===== src/tmds_pkg.sv =====
package tmds_pkg;

	localparam int pixel_w  = 8;
	localparam int symbol_w = 10;

	typedef logic [pixel_w-1:0]  pixel_t;  // one colour component
	typedef logic [symbol_w-1:0] symbol_t; // one channel symbol per pixel clock

	// half-unit balance of ones against zeros on the wire
	typedef logic signed [3:0] disparity_t;

	// control period tokens, named after their {c1, c0} pair
	typedef enum logic [symbol_w-1:0] {
		ctrl_00 = 10'b1101010100,
		ctrl_01 = 10'b0010101011,
		ctrl_10 = 10'b0101010100,
		ctrl_11 = 10'b1010101011
	} ctrl_token_t;

	localparam int bar_count = 14;

	// smpte style bars, packed as {red, green, blue}
	localparam logic [23:0] bar_palette [bar_count] = '{
		24'hc0c0c0, // grey
		24'hc0c000, // yellow
		24'h00c000, // green
		24'h00c0c0, // cyan
		24'hc000c0, // magenta
		24'hc00000, // red
		24'h0000c0, // blue
		24'h131313,
		24'h00214c, // -i
		24'hffffff, // white
		24'h32006a, // +q
		24'h090909, // pluge steps
		24'h1d1d1d,
		24'h000000  // black, held after the last bar
	};

	// number of set bits in one byte
	function automatic logic [3:0] count_ones(input pixel_t b);
		logic [3:0] n;
		n = '0;
		for (int i = 0; i < pixel_w; i++) begin
			n = n + {3'b000, b[i]};
		end
		return n;
	endfunction

endpackage


===== src/color_bars.sv =====
`timescale 1ns/1ps

module color_bars #(
	parameter int bar_width = 50
) (
	input  logic              clk,
	input  logic              reset,
	input  logic              blank,
	output tmds_pkg::pixel_t  red,
	output tmds_pkg::pixel_t  green,
	output tmds_pkg::pixel_t  blue
);

	import tmds_pkg::*;

	localparam int pw = $clog2(bar_width + 1);
	localparam int bw = $clog2(bar_count);

	logic [pw-1:0] pix_cnt; // position inside the current bar
	logic [bw-1:0] bar_cnt; // palette index
	logic          bar_wrap;
	logic          last_bar;

	assign bar_wrap = (pix_cnt == pw'(bar_width - 1));
	assign last_bar = (bar_cnt == bw'(bar_count - 1));

	// both counters restart on every blanking interval
	always_ff @(posedge clk) begin
		if (reset) begin
			pix_cnt <= '0;
			bar_cnt <= '0;
		end else if (blank) begin
			pix_cnt <= '0;
			bar_cnt <= '0;
		end else begin
			if (bar_wrap) begin
				pix_cnt <= '0;
				if (!last_bar)
					bar_cnt <= bar_cnt + 1'b1; // saturate on black
			end else begin
				pix_cnt <= pix_cnt + 1'b1;
			end
		end
	end

	// palette lookup straight off the bar counter
	assign {red, green, blue} = bar_palette[bar_cnt];

endmodule


===== src/dvi_source.sv =====
`timescale 1ns/1ps

module dvi_source #(
	parameter int h_active  = 640,
	parameter int h_front   = 16,
	parameter int h_sync    = 96,
	parameter int h_back    = 48,
	parameter int v_active  = 480,
	parameter int v_front   = 10,
	parameter int v_sync    = 2,
	parameter int v_back    = 33,
	parameter int bar_width = 50
) (
	input  logic              clk,
	input  logic              reset,
	output tmds_pkg::symbol_t tmds_red,
	output tmds_pkg::symbol_t tmds_green,
	output tmds_pkg::symbol_t tmds_blue
);

	import tmds_pkg::*;

	logic   blank;
	logic   hsync;
	logic   vsync;
	pixel_t red;
	pixel_t green;
	pixel_t blue;

	video_timing #(
		.h_active (h_active),
		.h_front  (h_front),
		.h_sync   (h_sync),
		.h_back   (h_back),
		.v_active (v_active),
		.v_front  (v_front),
		.v_sync   (v_sync),
		.v_back   (v_back)
	) i_video_timing (
		.clk   (clk),
		.reset (reset),
		.blank (blank),
		.hsync (hsync),
		.vsync (vsync)
	);

	color_bars #(
		.bar_width (bar_width)
	) i_color_bars (
		.clk   (clk),
		.reset (reset),
		.blank (blank),
		.red   (red),
		.green (green),
		.blue  (blue)
	);

	// red and green send control pair zero
	tmds_encoder #(
		.ctrl_fixed (2'b00),
		.use_sync   (1'b0)
	) i_enc_red (
		.clk    (clk),
		.reset  (reset),
		.blank  (blank),
		.hsync  (hsync),
		.vsync  (vsync),
		.data   (red),
		.symbol (tmds_red)
	);

	tmds_encoder #(
		.ctrl_fixed (2'b00),
		.use_sync   (1'b0)
	) i_enc_green (
		.clk    (clk),
		.reset  (reset),
		.blank  (blank),
		.hsync  (hsync),
		.vsync  (vsync),
		.data   (green),
		.symbol (tmds_green)
	);

	tmds_encoder #(
		.ctrl_fixed (2'b00),
		.use_sync   (1'b1) // syncs ride on blue
	) i_enc_blue (
		.clk    (clk),
		.reset  (reset),
		.blank  (blank),
		.hsync  (hsync),
		.vsync  (vsync),
		.data   (blue),
		.symbol (tmds_blue)
	);

endmodule


===== src/tmds_encoder.sv =====
`timescale 1ns/1ps

module tmds_encoder #(
	parameter logic [1:0] ctrl_fixed = 2'b00,
	parameter bit         use_sync   = 1'b0
) (
	input  logic              clk,
	input  logic              reset,
	input  logic              blank,
	input  logic              hsync,
	input  logic              vsync,
	input  tmds_pkg::pixel_t  data,
	output tmds_pkg::symbol_t symbol
);

	import tmds_pkg::*;

	logic [1:0]  ctrl;      // {c1, c0}
	ctrl_token_t token;
	logic [3:0]  data_ones;
	logic        use_xnor;
	logic [8:0]  q_m;       // transition minimised word
	disparity_t  word_disp; // (ones - zeros) / 2 of q_m[7:0]
	disparity_t  disp;      // running balance, same units

	// blue carries the syncs inverted, the others a fixed pair
	assign ctrl = use_sync ? {~vsync, ~hsync} : ctrl_fixed;

	always_comb begin
		case (ctrl)
			2'b00:   token = ctrl_00;
			2'b01:   token = ctrl_01;
			2'b10:   token = ctrl_10;
			default: token = ctrl_11;
		endcase
	end

	// stage 1, pick the chain that gives fewer transitions
	assign data_ones = count_ones(data);
	assign use_xnor  = (data_ones > 4'd4) || ((data_ones == 4'd4) && !data[0]);

	always_comb begin
		q_m[0] = data[0];
		for (int i = 1; i < pixel_w; i++) begin
			if (use_xnor)
				q_m[i] = q_m[i-1] ~^ data[i];
			else
				q_m[i] = q_m[i-1] ^ data[i];
		end
		q_m[8] = ~use_xnor; // 1 marks the xor chain
	end

	// ones minus four, wraps correctly in four bits
	assign word_disp = disparity_t'(count_ones(q_m[7:0]) - 4'd4);

	// stage 2, dc balance against the running disparity
	always_ff @(posedge clk) begin
		if (reset || blank) begin
			symbol <= token;
			disp   <= '0; // balance restarts each control period
		end else if (disp == 0 || word_disp == 0) begin
			// no preference, bit 9 just follows the chain type
			if (q_m[8]) begin
				symbol <= {2'b01, q_m[7:0]};
				disp   <= disp + word_disp;
			end else begin
				symbol <= {2'b10, ~q_m[7:0]};
				disp   <= disp - word_disp;
			end
		end else if (disp[3] == word_disp[3]) begin
			// same sign would grow the imbalance, so invert
			symbol <= {1'b1, q_m[8], ~q_m[7:0]};
			disp   <= disp + disparity_t'({3'b000, q_m[8]}) - word_disp;
		end else begin
			symbol <= {1'b0, q_m[8], q_m[7:0]};
			disp   <= disp - disparity_t'({3'b000, ~q_m[8]}) + word_disp;
		end
	end

endmodule


===== src/video_timing.sv =====
`timescale 1ns/1ps

module video_timing #(
	parameter int h_active = 640,
	parameter int h_front  = 16,
	parameter int h_sync   = 96,
	parameter int h_back   = 48,
	parameter int v_active = 480,
	parameter int v_front  = 10,
	parameter int v_sync   = 2,
	parameter int v_back   = 33
) (
	input  logic clk,
	input  logic reset,
	output logic blank,
	output logic hsync,
	output logic vsync
);

	localparam int h_total = h_active + h_front + h_sync + h_back;
	localparam int v_total = v_active + v_front + v_sync + v_back;
	localparam int hw      = $clog2(h_total);
	localparam int vw      = $clog2(v_total);

	// sync windows measured from the start of the line / frame
	localparam int h_sync_start = h_active + h_front;
	localparam int h_sync_end   = h_sync_start + h_sync;
	localparam int v_sync_start = v_active + v_front;
	localparam int v_sync_end   = v_sync_start + v_sync;

	logic [hw-1:0] hcnt;
	logic [vw-1:0] vcnt;
	logic          line_end;

	assign line_end = (hcnt == hw'(h_total - 1));

	// free running raster counters
	always_ff @(posedge clk) begin
		if (reset) begin
			hcnt <= '0;
			vcnt <= '0;
		end else begin
			if (line_end) begin
				hcnt <= '0;
				if (vcnt == vw'(v_total - 1))
					vcnt <= '0;
				else
					vcnt <= vcnt + 1'b1;
			end else begin
				hcnt <= hcnt + 1'b1;
			end
		end
	end

	// registered, so these trail the counters by one clock
	always_ff @(posedge clk) begin
		if (reset) begin
			blank <= 1'b1; // come out of reset blanked
			hsync <= 1'b0;
			vsync <= 1'b0;
		end else begin
			blank <= (hcnt >= hw'(h_active)) || (vcnt >= vw'(v_active));
			hsync <= (hcnt >= hw'(h_sync_start)) && (hcnt < hw'(h_sync_end));
			vsync <= (vcnt >= vw'(v_sync_start)) && (vcnt < vw'(v_sync_end));
		end
	end

endmodule

===== config.mk =====
export PLATFORM = sky130hd
export DESIGN_NAME = dvi_source
export DESIGN_NICKNAME = d
export VERILOG_FILES = /design/src/tmds_pkg.sv /design/src/color_bars.sv /design/src/dvi_source.sv /design/src/tmds_encoder.sv /design/src/video_timing.sv
export SDC_FILE = /design/constraint.sdc
export NUM_CORES = 1
export LEC_CHECK = 0
export BUFFER_PORTS_ARGS = -buffer_cell sky130_fd_sc_hd__buf_2
export CAP_MARGIN = 25
export CORE_MARGIN = 4
export CORE_UTILIZATION = 60
export DETAILED_ROUTE_END_ITERATION = 8
export GPL_ROUTABILITY_DRIVEN = 0
export HOLD_SLACK_MARGIN = 0.12
export PLACE_DENSITY = 0.87
export SLEW_MARGIN = 20
export SYNTH_ARGS = -nofsm -noshare
export SYNTH_HDL_FRONTEND = slang
export SYNTH_HIERARCHICAL = 1
export SYNTH_SLANG_ARGS = --single-unit

===== constraint.sdc =====
create_clock -name clk -period 10 [get_ports clk]
set_input_delay 2 -clock clk [delete_from_list [all_inputs] [get_ports clk]]
set_output_delay 2 -clock clk [all_outputs]
set_load 0.01 [all_outputs]

; Yosys cells after proc, flatten, opt, wreduce, memory -nomap -nowiden
; Memory sizes are Yosys's and may differ from the RTL's.
; Cells that the tools add are included.
[word_totals]
n_memories = 1
reg_bits = 75
output_inout_bits = 30
rom_bits = 384
[memory_table]
columns = name, words, width, read_ports, rd_ports_with_merged_regs, write_ports, line_no
row1 = (no name shown), 16, 24, 1, 0, 0, color_bars.sv:47  ; assign {red, green, blue} = bar_palette[bar_cnt];
[classes]
mux = 44
bitwise_logic = 52
n_eq_ne = 12
order_cmp = 10
addsub = 67
n_reduce_logical = 27
[op_table]
columns = cell, n
row1 = $logic_not A32 Y1, 6
row2 = $add A4 B1 Y4, 36
row3 = $mux W10, 11
row4 = $mux W24, 2
row5 = $mux W4, 9
row6 = $pmux W10 S3, 1
row7 = $add A4 B4 Y4, 6
row8 = $not A8 Y8, 3
row9 = $sub A4 B4 Y4, 6
row10 = $mux W1, 21
row11 = $xnor A1 B1 Y1, 21
row12 = $xor A1 B1 Y1, 21
row13 = $add A10 B1 Y10 const B, 2
row14 = $eq A10 B10 Y1 const B, 2
row15 = $ge A10 B10 Y1 const B, 2
row16 = $ge A10 B9 Y1 const B, 2
row17 = $add A1 B1 Y2, 6
row18 = $add A4 B2 Y4, 3
row19 = $eq A4 B3 Y1 const B, 3
row20 = $gt A4 B3 Y1 const B, 3
row21 = $sub A4 B2 Y4, 3
row22 = $sub A4 B3 Y4 const B, 3
row23 = $lt A10 B10 Y1 const B, 1
row24 = $lt A10 B9 Y1 const B, 1
row25 = other kinds (17), 38

; Depth between registers and ports, before layout
[depth]
ltp_word = 33
mapped_depth = 34
ltp_nobuf = 32

; Cells and area by module
; The synthesis kept the hierarchy.
[by_module_without_submodules]
columns = module, seq_area_each_um2, instances, area_per_inst_um2, cells_per_inst
row1 = tmds_encoder at i_enc_blue, 280.3, 1, 1625.3, 171
row2 = tmds_encoder at i_enc_green, 280.3, 1, 1556.5, 163
row3 = tmds_encoder at i_enc_red, 280.3, 1, 1556.5, 162
row4 = video_timing, 460.4, 1, 1116.1, 127
row5 = color_bars, 200.2, 1, 805.8, 102

; Worst setup path after synthesis
; Ideal clock, no wire load.
[synth_timing]
kind = flip-flop to flip-flop
from = reg i_color_bars.bar_cnt[0]
to = reg i_enc_blue.disp[3]
path_slack_ps = 1729
n_path_buf = 1
stages_incl_launch_ff = 34
setup_time_ps = 70
arrival_time_ps = 8201
required_ps = 9930
period_less_slack_ps = 8271
cell_sequence = dfxtp_1 -> inv_1 -> ha_1 -> nor2b_1 -> and2_1 -> nand2b_1 -> inv_1 -> fa_1 -> fa_1 -> fa_1 -> inv_1 -> ha_1 -> fa_1 -> nor3b_1 -> o22ai_1 -> buf_2 -> xor2_1 -> fa_1 -> fa_1 -> inv_1 -> fa_1 -> inv_1 -> ha_1 -> fa_1 -> inv_1 -> ha_1 -> inv_1 -> ha_1 -> a21oi_1 -> a21oi_1 -> o21ai_0 -> o311ai_0 -> o21a_1 -> a21oi_1
[synth_between]
elab_cells_between_ends = 58
[synth_rtl]
columns = element, line_no
row1 = start: declaration, color_bars.sv:20  ; logic [bw-1:0] bar_cnt;
row2 = start signal: assignment, color_bars.sv:39  ; bar_cnt <= bar_cnt + 1'b1;
row3 = $not A4 Y5 (not written as such) (*), color_bars.sv:47
row4 = $mem_v2 Z16 W24 (*), --
row5 = $mux W24 (not written as such) (*) (2 in a row), color_bars.sv:47
row6 = via blue[5], dvi_source.sv:28  ; pixel_t blue;
row7 = "parallel branches: the longest is 23 deep, another holds $add A4 B1 Y4", --
row8 = $mux W4 (*), tmds_encoder.sv:61  ; end else if (disp == 0 || word_disp == 0) begin
row9 = end signal: assignment, tmds_encoder.sv:65  ; disp <= disp + word_disp;
row10 = end signal: assignment, tmds_encoder.sv:73  ; disp <= disp + disparity_t'({3'b000, q_m[8]}) - word_disp;
row11 = end signal: assignment, tmds_encoder.sv:76  ; disp <= disp - disparity_t'({3'b000, ~q_m[8]}) + word_disp;
row12 = end: declaration, tmds_encoder.sv:24  ; disparity_t disp;
; Mark *: on every way through the listed nets, which the timed path passes. The select of a mux whose other input is x is not followed.
; A chain may end at the register's enable or synchronous reset.

; Worst setup path in the final report
; Ends and elaborated chain as after synthesis.

==> summary.txt <==
Synth
  • Cell taking the most area after synthesis: dfxtp_1
  • Ys async rst share: 0
  • Post-synth top area share: 0.2254
  • Yosys reg bits: 75
  • Top cells by area, synth: dfxtp_1, ha_1, fa_1, xnor2_1, inv_1
  • Syn. warnings: 6
  • Mapped Nets: 830
  • Prevailing post-synth register cell: dfxtp_1
  • Syn_area_per_cell: 9.186 um2
  • Yosys cell types: 77
  • Post-synth EDFFs: 0
  • Post-synthesis cell area: 6660 um2
  • Cells after synthesis: 725
  • Seq/Total Area, Yosys: 0.2254

Route
  • Total routed wirelength: 12.67 mm
  • Antenna viol nets, final: 0
  • Iter 0 DRT Violations: 261
  • First-pass iteration count of the detailed router: 5
  • Via count: 4985
  • Wire length per cell: 14.23 um
  • Via density: 5.601
  • DRC violations left: 0

Floorplan
  • # IOs: 32
  • Die H: 113.4 um
  • Initial core utilization: 0.6144
  • Row cnt: 38
  • Full die area: 12850 um2
  • Core Region: 10840 um2
  • Die W: 113.4 um

Clock network
  • TritonCTS Sinks: 75
  • H-tree lvl count: 3
  • Clock Latency Late Sink: 360 ps
  • Setup Buffers After CTS: 0
  • CTS max path bufs: 2
  • Gates resized, CTS repair: 0
  • Clock-pin slew on the worst setup and hold paths: 80 ps
  • CTS Root Cell: clkbuf_8
  • Total CTS buffers: 9
  • CTS tree: done
  • Post-CTS Hold Buffers: 0

GRT
  • First-pass GRT wire length: 22.08 mm
  • Vias in the first global route: 4979
  • GRT Overall Usage: 0.2077
  • Largest net degree at the start of global routing: 22
  • Initial antenna violation count: 0
  • GR Overflow Total: 0

Final layout
  • Core Util, Final: 0.6498
  • Layout cells sized above 1: 0.1133
  • Fill cells: 828
  • Reg area: 1501 um2
  • Antenna cells: 0
  • Layout Cells excl Fill: 890
  • Multi-input logic area: 4651 um2
  • Area growth syn-to-layout: 5.767%
  • NumNets Final: 850

Timing
  • Max frequency: 0.1097 GHz
  • Final setup fails: 0
  • Worst-Margin Slew: 893.3 ps
  • Final Cycle Share: 0.9113
  • Min Tclk post-route: 9113 ps
  • Total Neg Setup Slack: 0 ps
  • Slew Limit Headroom: 0.3991
  • Layout Skew: 10.82 ps
  • Max-slew violation count: 0
  • RSZ-0062 raised after global routing: false
  • Final Hold Fails: 0
  • Hold Slack: 475.8 ps

Worst setup path
  • CP max stage cell: fa_1
  • Worst reg-to-reg setup slack: 890 ps
  • CP Class: reg2reg
  • Critical path capture point type: flip-flop
  • FF-to-FF End: i_enc_blue/disp[3]
  • Worst reg-to-reg path cell count: 33
  • Crit Reg-Reg Startpoint: i_color_bars/bar_cnt[0]
  • Critical Path Source Type: flip-flop
  • WP buf/inv: 8
  • Most used cell, CP: fa_1
  • Critical path's largest stage delay: 540 ps
  • Worst Setup SP: i_color_bars/bar_cnt[0]
  • CP max FO: 12
  • Top Family by Delay on Critical Path: adder cells
  • WP data required: 10300 ps
  • CP arrival: 9410 ps

Min path
  • HP Start: i_color_bars/pix_cnt[0]
  • Worst Hold Endpoint: i_color_bars/pix_cnt[0]
  • Hold Crit Depth: 1
  • Hold WC Path Type: reg2reg

Pwr
  • Worst VDD drop: 84.65 uV
  • PwrDens: 100.9 nW/um2
  • Leak: 3.042 nW
  • Tot Pwr: 710.6 uW

Outcome
  • Outcome: completed

Place
  • Post-DP HPWL: 10.06 mm
  • I/O Buffers: 31
  • Placed insts: 873

Run
  • Max cap viols: 0
[metal layers]
metal | wire length, um | track usage | vias up
met4 | 160 | 0.07612 | 0
met5 | 0 | 0 | -
met3 | 568 | 0.04118 | 16
li1 | - | - | 2470
met1 | 5366 | 0.2473 | 2392
met2 | 6573 | 0.3701 | 107
[worst max path at each step]
| stage | to | depth (start not counted) |
|---|---|---|
| floorplan | i_enc_blue/disp[3] | 33 |
| global placement | i_enc_blue/disp[3] | 33 |
| detailed placement | i_enc_blue/disp[3] | 33 |
| CTS | i_enc_blue/disp[3] | 33 |
| global route | i_enc_blue/disp[3] | 33 |
| finish | i_enc_blue/disp[3] | 33 |
[final cells by class]
cell class | instances | area share
clock buffers | 13 | 0.02398
clock inverters | 3 | 0.003020
inverters | 93 | 0.04956
multi-input cells | 532 | 0.6602
flip-flops and latches | 75 | 0.2131
well taps | 140 | 0.02487
repair buffers | 34 | 0.02522
[cell families after synthesis]
| logic type | count (synthesis) | share of synthesized area |
|---|---|---|
| adder cells (fa/ha/maj) | 105 | 0.2371 |
| multiplexers | 18 | 0.03043 |
| AND/OR/NAND/NOR | 195 | 0.1623 |
| buffers and inverters | 118 | 0.07627 |
| XOR/XNOR | 101 | 0.1618 |
| flip-flops | 75 | 0.2254 |
| AO/OA/AOI/OAI | 113 | 0.1067 |
[flip-flops by register name, indices dropped and copies added, names as in the netlist]
register / count
i_color_bars/bar_cnt: 4
i_color_bars/pix_cnt: 6
i_enc_blue/disp: 4
i_enc_blue/symbol: 10
i_enc_green/disp: 4
i_enc_green/symbol: 10
i_enc_red/disp: 4
i_enc_red/symbol: 10
i_video_timing/blank: 1
i_video_timing/hcnt: 10
i_video_timing/hsync: 1
i_video_timing/vcnt: 10
i_video_timing/vsync: 1
[synth_stat cells (all sizes together), types with 6 or more instances]
| cell | instances |
|---|---|
| buf | 19 |
| a21o | 11 |
| o21ai | 20 |
| inv | 93 |
| fa | 36 |
| a21oi | 43 |
| or3 | 7 |
| xor2 | 32 |
| or2 | 6 |
| nand2 | 28 |
| dfxtp | 75 |
| mux2i | 16 |
| ha | 67 |
| nand3 | 18 |
| nor3 | 15 |
| nand4 | 11 |
| a211oi | 12 |
| a31oi | 6 |
| nor4 | 6 |
| nor2 | 54 |
| nor3b | 9 |
| clkbuf | 6 |
| nand2b | 14 |
| xnor2 | 65 |
[metrics by stage]
stage | area, um2 | worst slack, ps
3_3_place_gp | 6847 | 1359
3_5_place_dp | 6847 | 909.0
4_1_cts | 7037 | 879.3
2_1_floorplan | 6660 | 1729
5_1_grt | 7044 | 324.5
6_report | 7044 | 886.8
[layout by cell type, fill, tap and decap left out, types with 3 or more instances in the layout]
master and n:
and3_1 5, mux2i_1 14, a211oi_1 12, nand2b_1 14, fa_1 36, nand3_1 18
or2_2 5, inv_1 91, xnor2_4 4, nand4_1 11, o21ai_1 4, a21o_1 10
xor2_1 30, dfxtp_1 75, ha_1 67, o21a_1 4, nor2_1 54, nor4_1 5
o21ai_0 16, nand2_1 28, nor3_1 13, buf_2 31, clkbuf_8 12, nor3b_1 8
and2_1 3, buf_4 3, a21oi_1 42, a31oi_1 6, xnor2_1 57, nor2b_1 5
xnor2_2 4, or3_1 5
[where the power goes]
part	internal [mW]	leakage [nW]	total (mW)	switching (mW)
registers	0.313	0.613	0.325	0.0117
logic	0.0722	2.33	0.164	0.0917
clock network	0.111	0.0956	0.222	0.111
total	0.496	3.04	0.711	0.215
(Power assumes the default switching activity.)
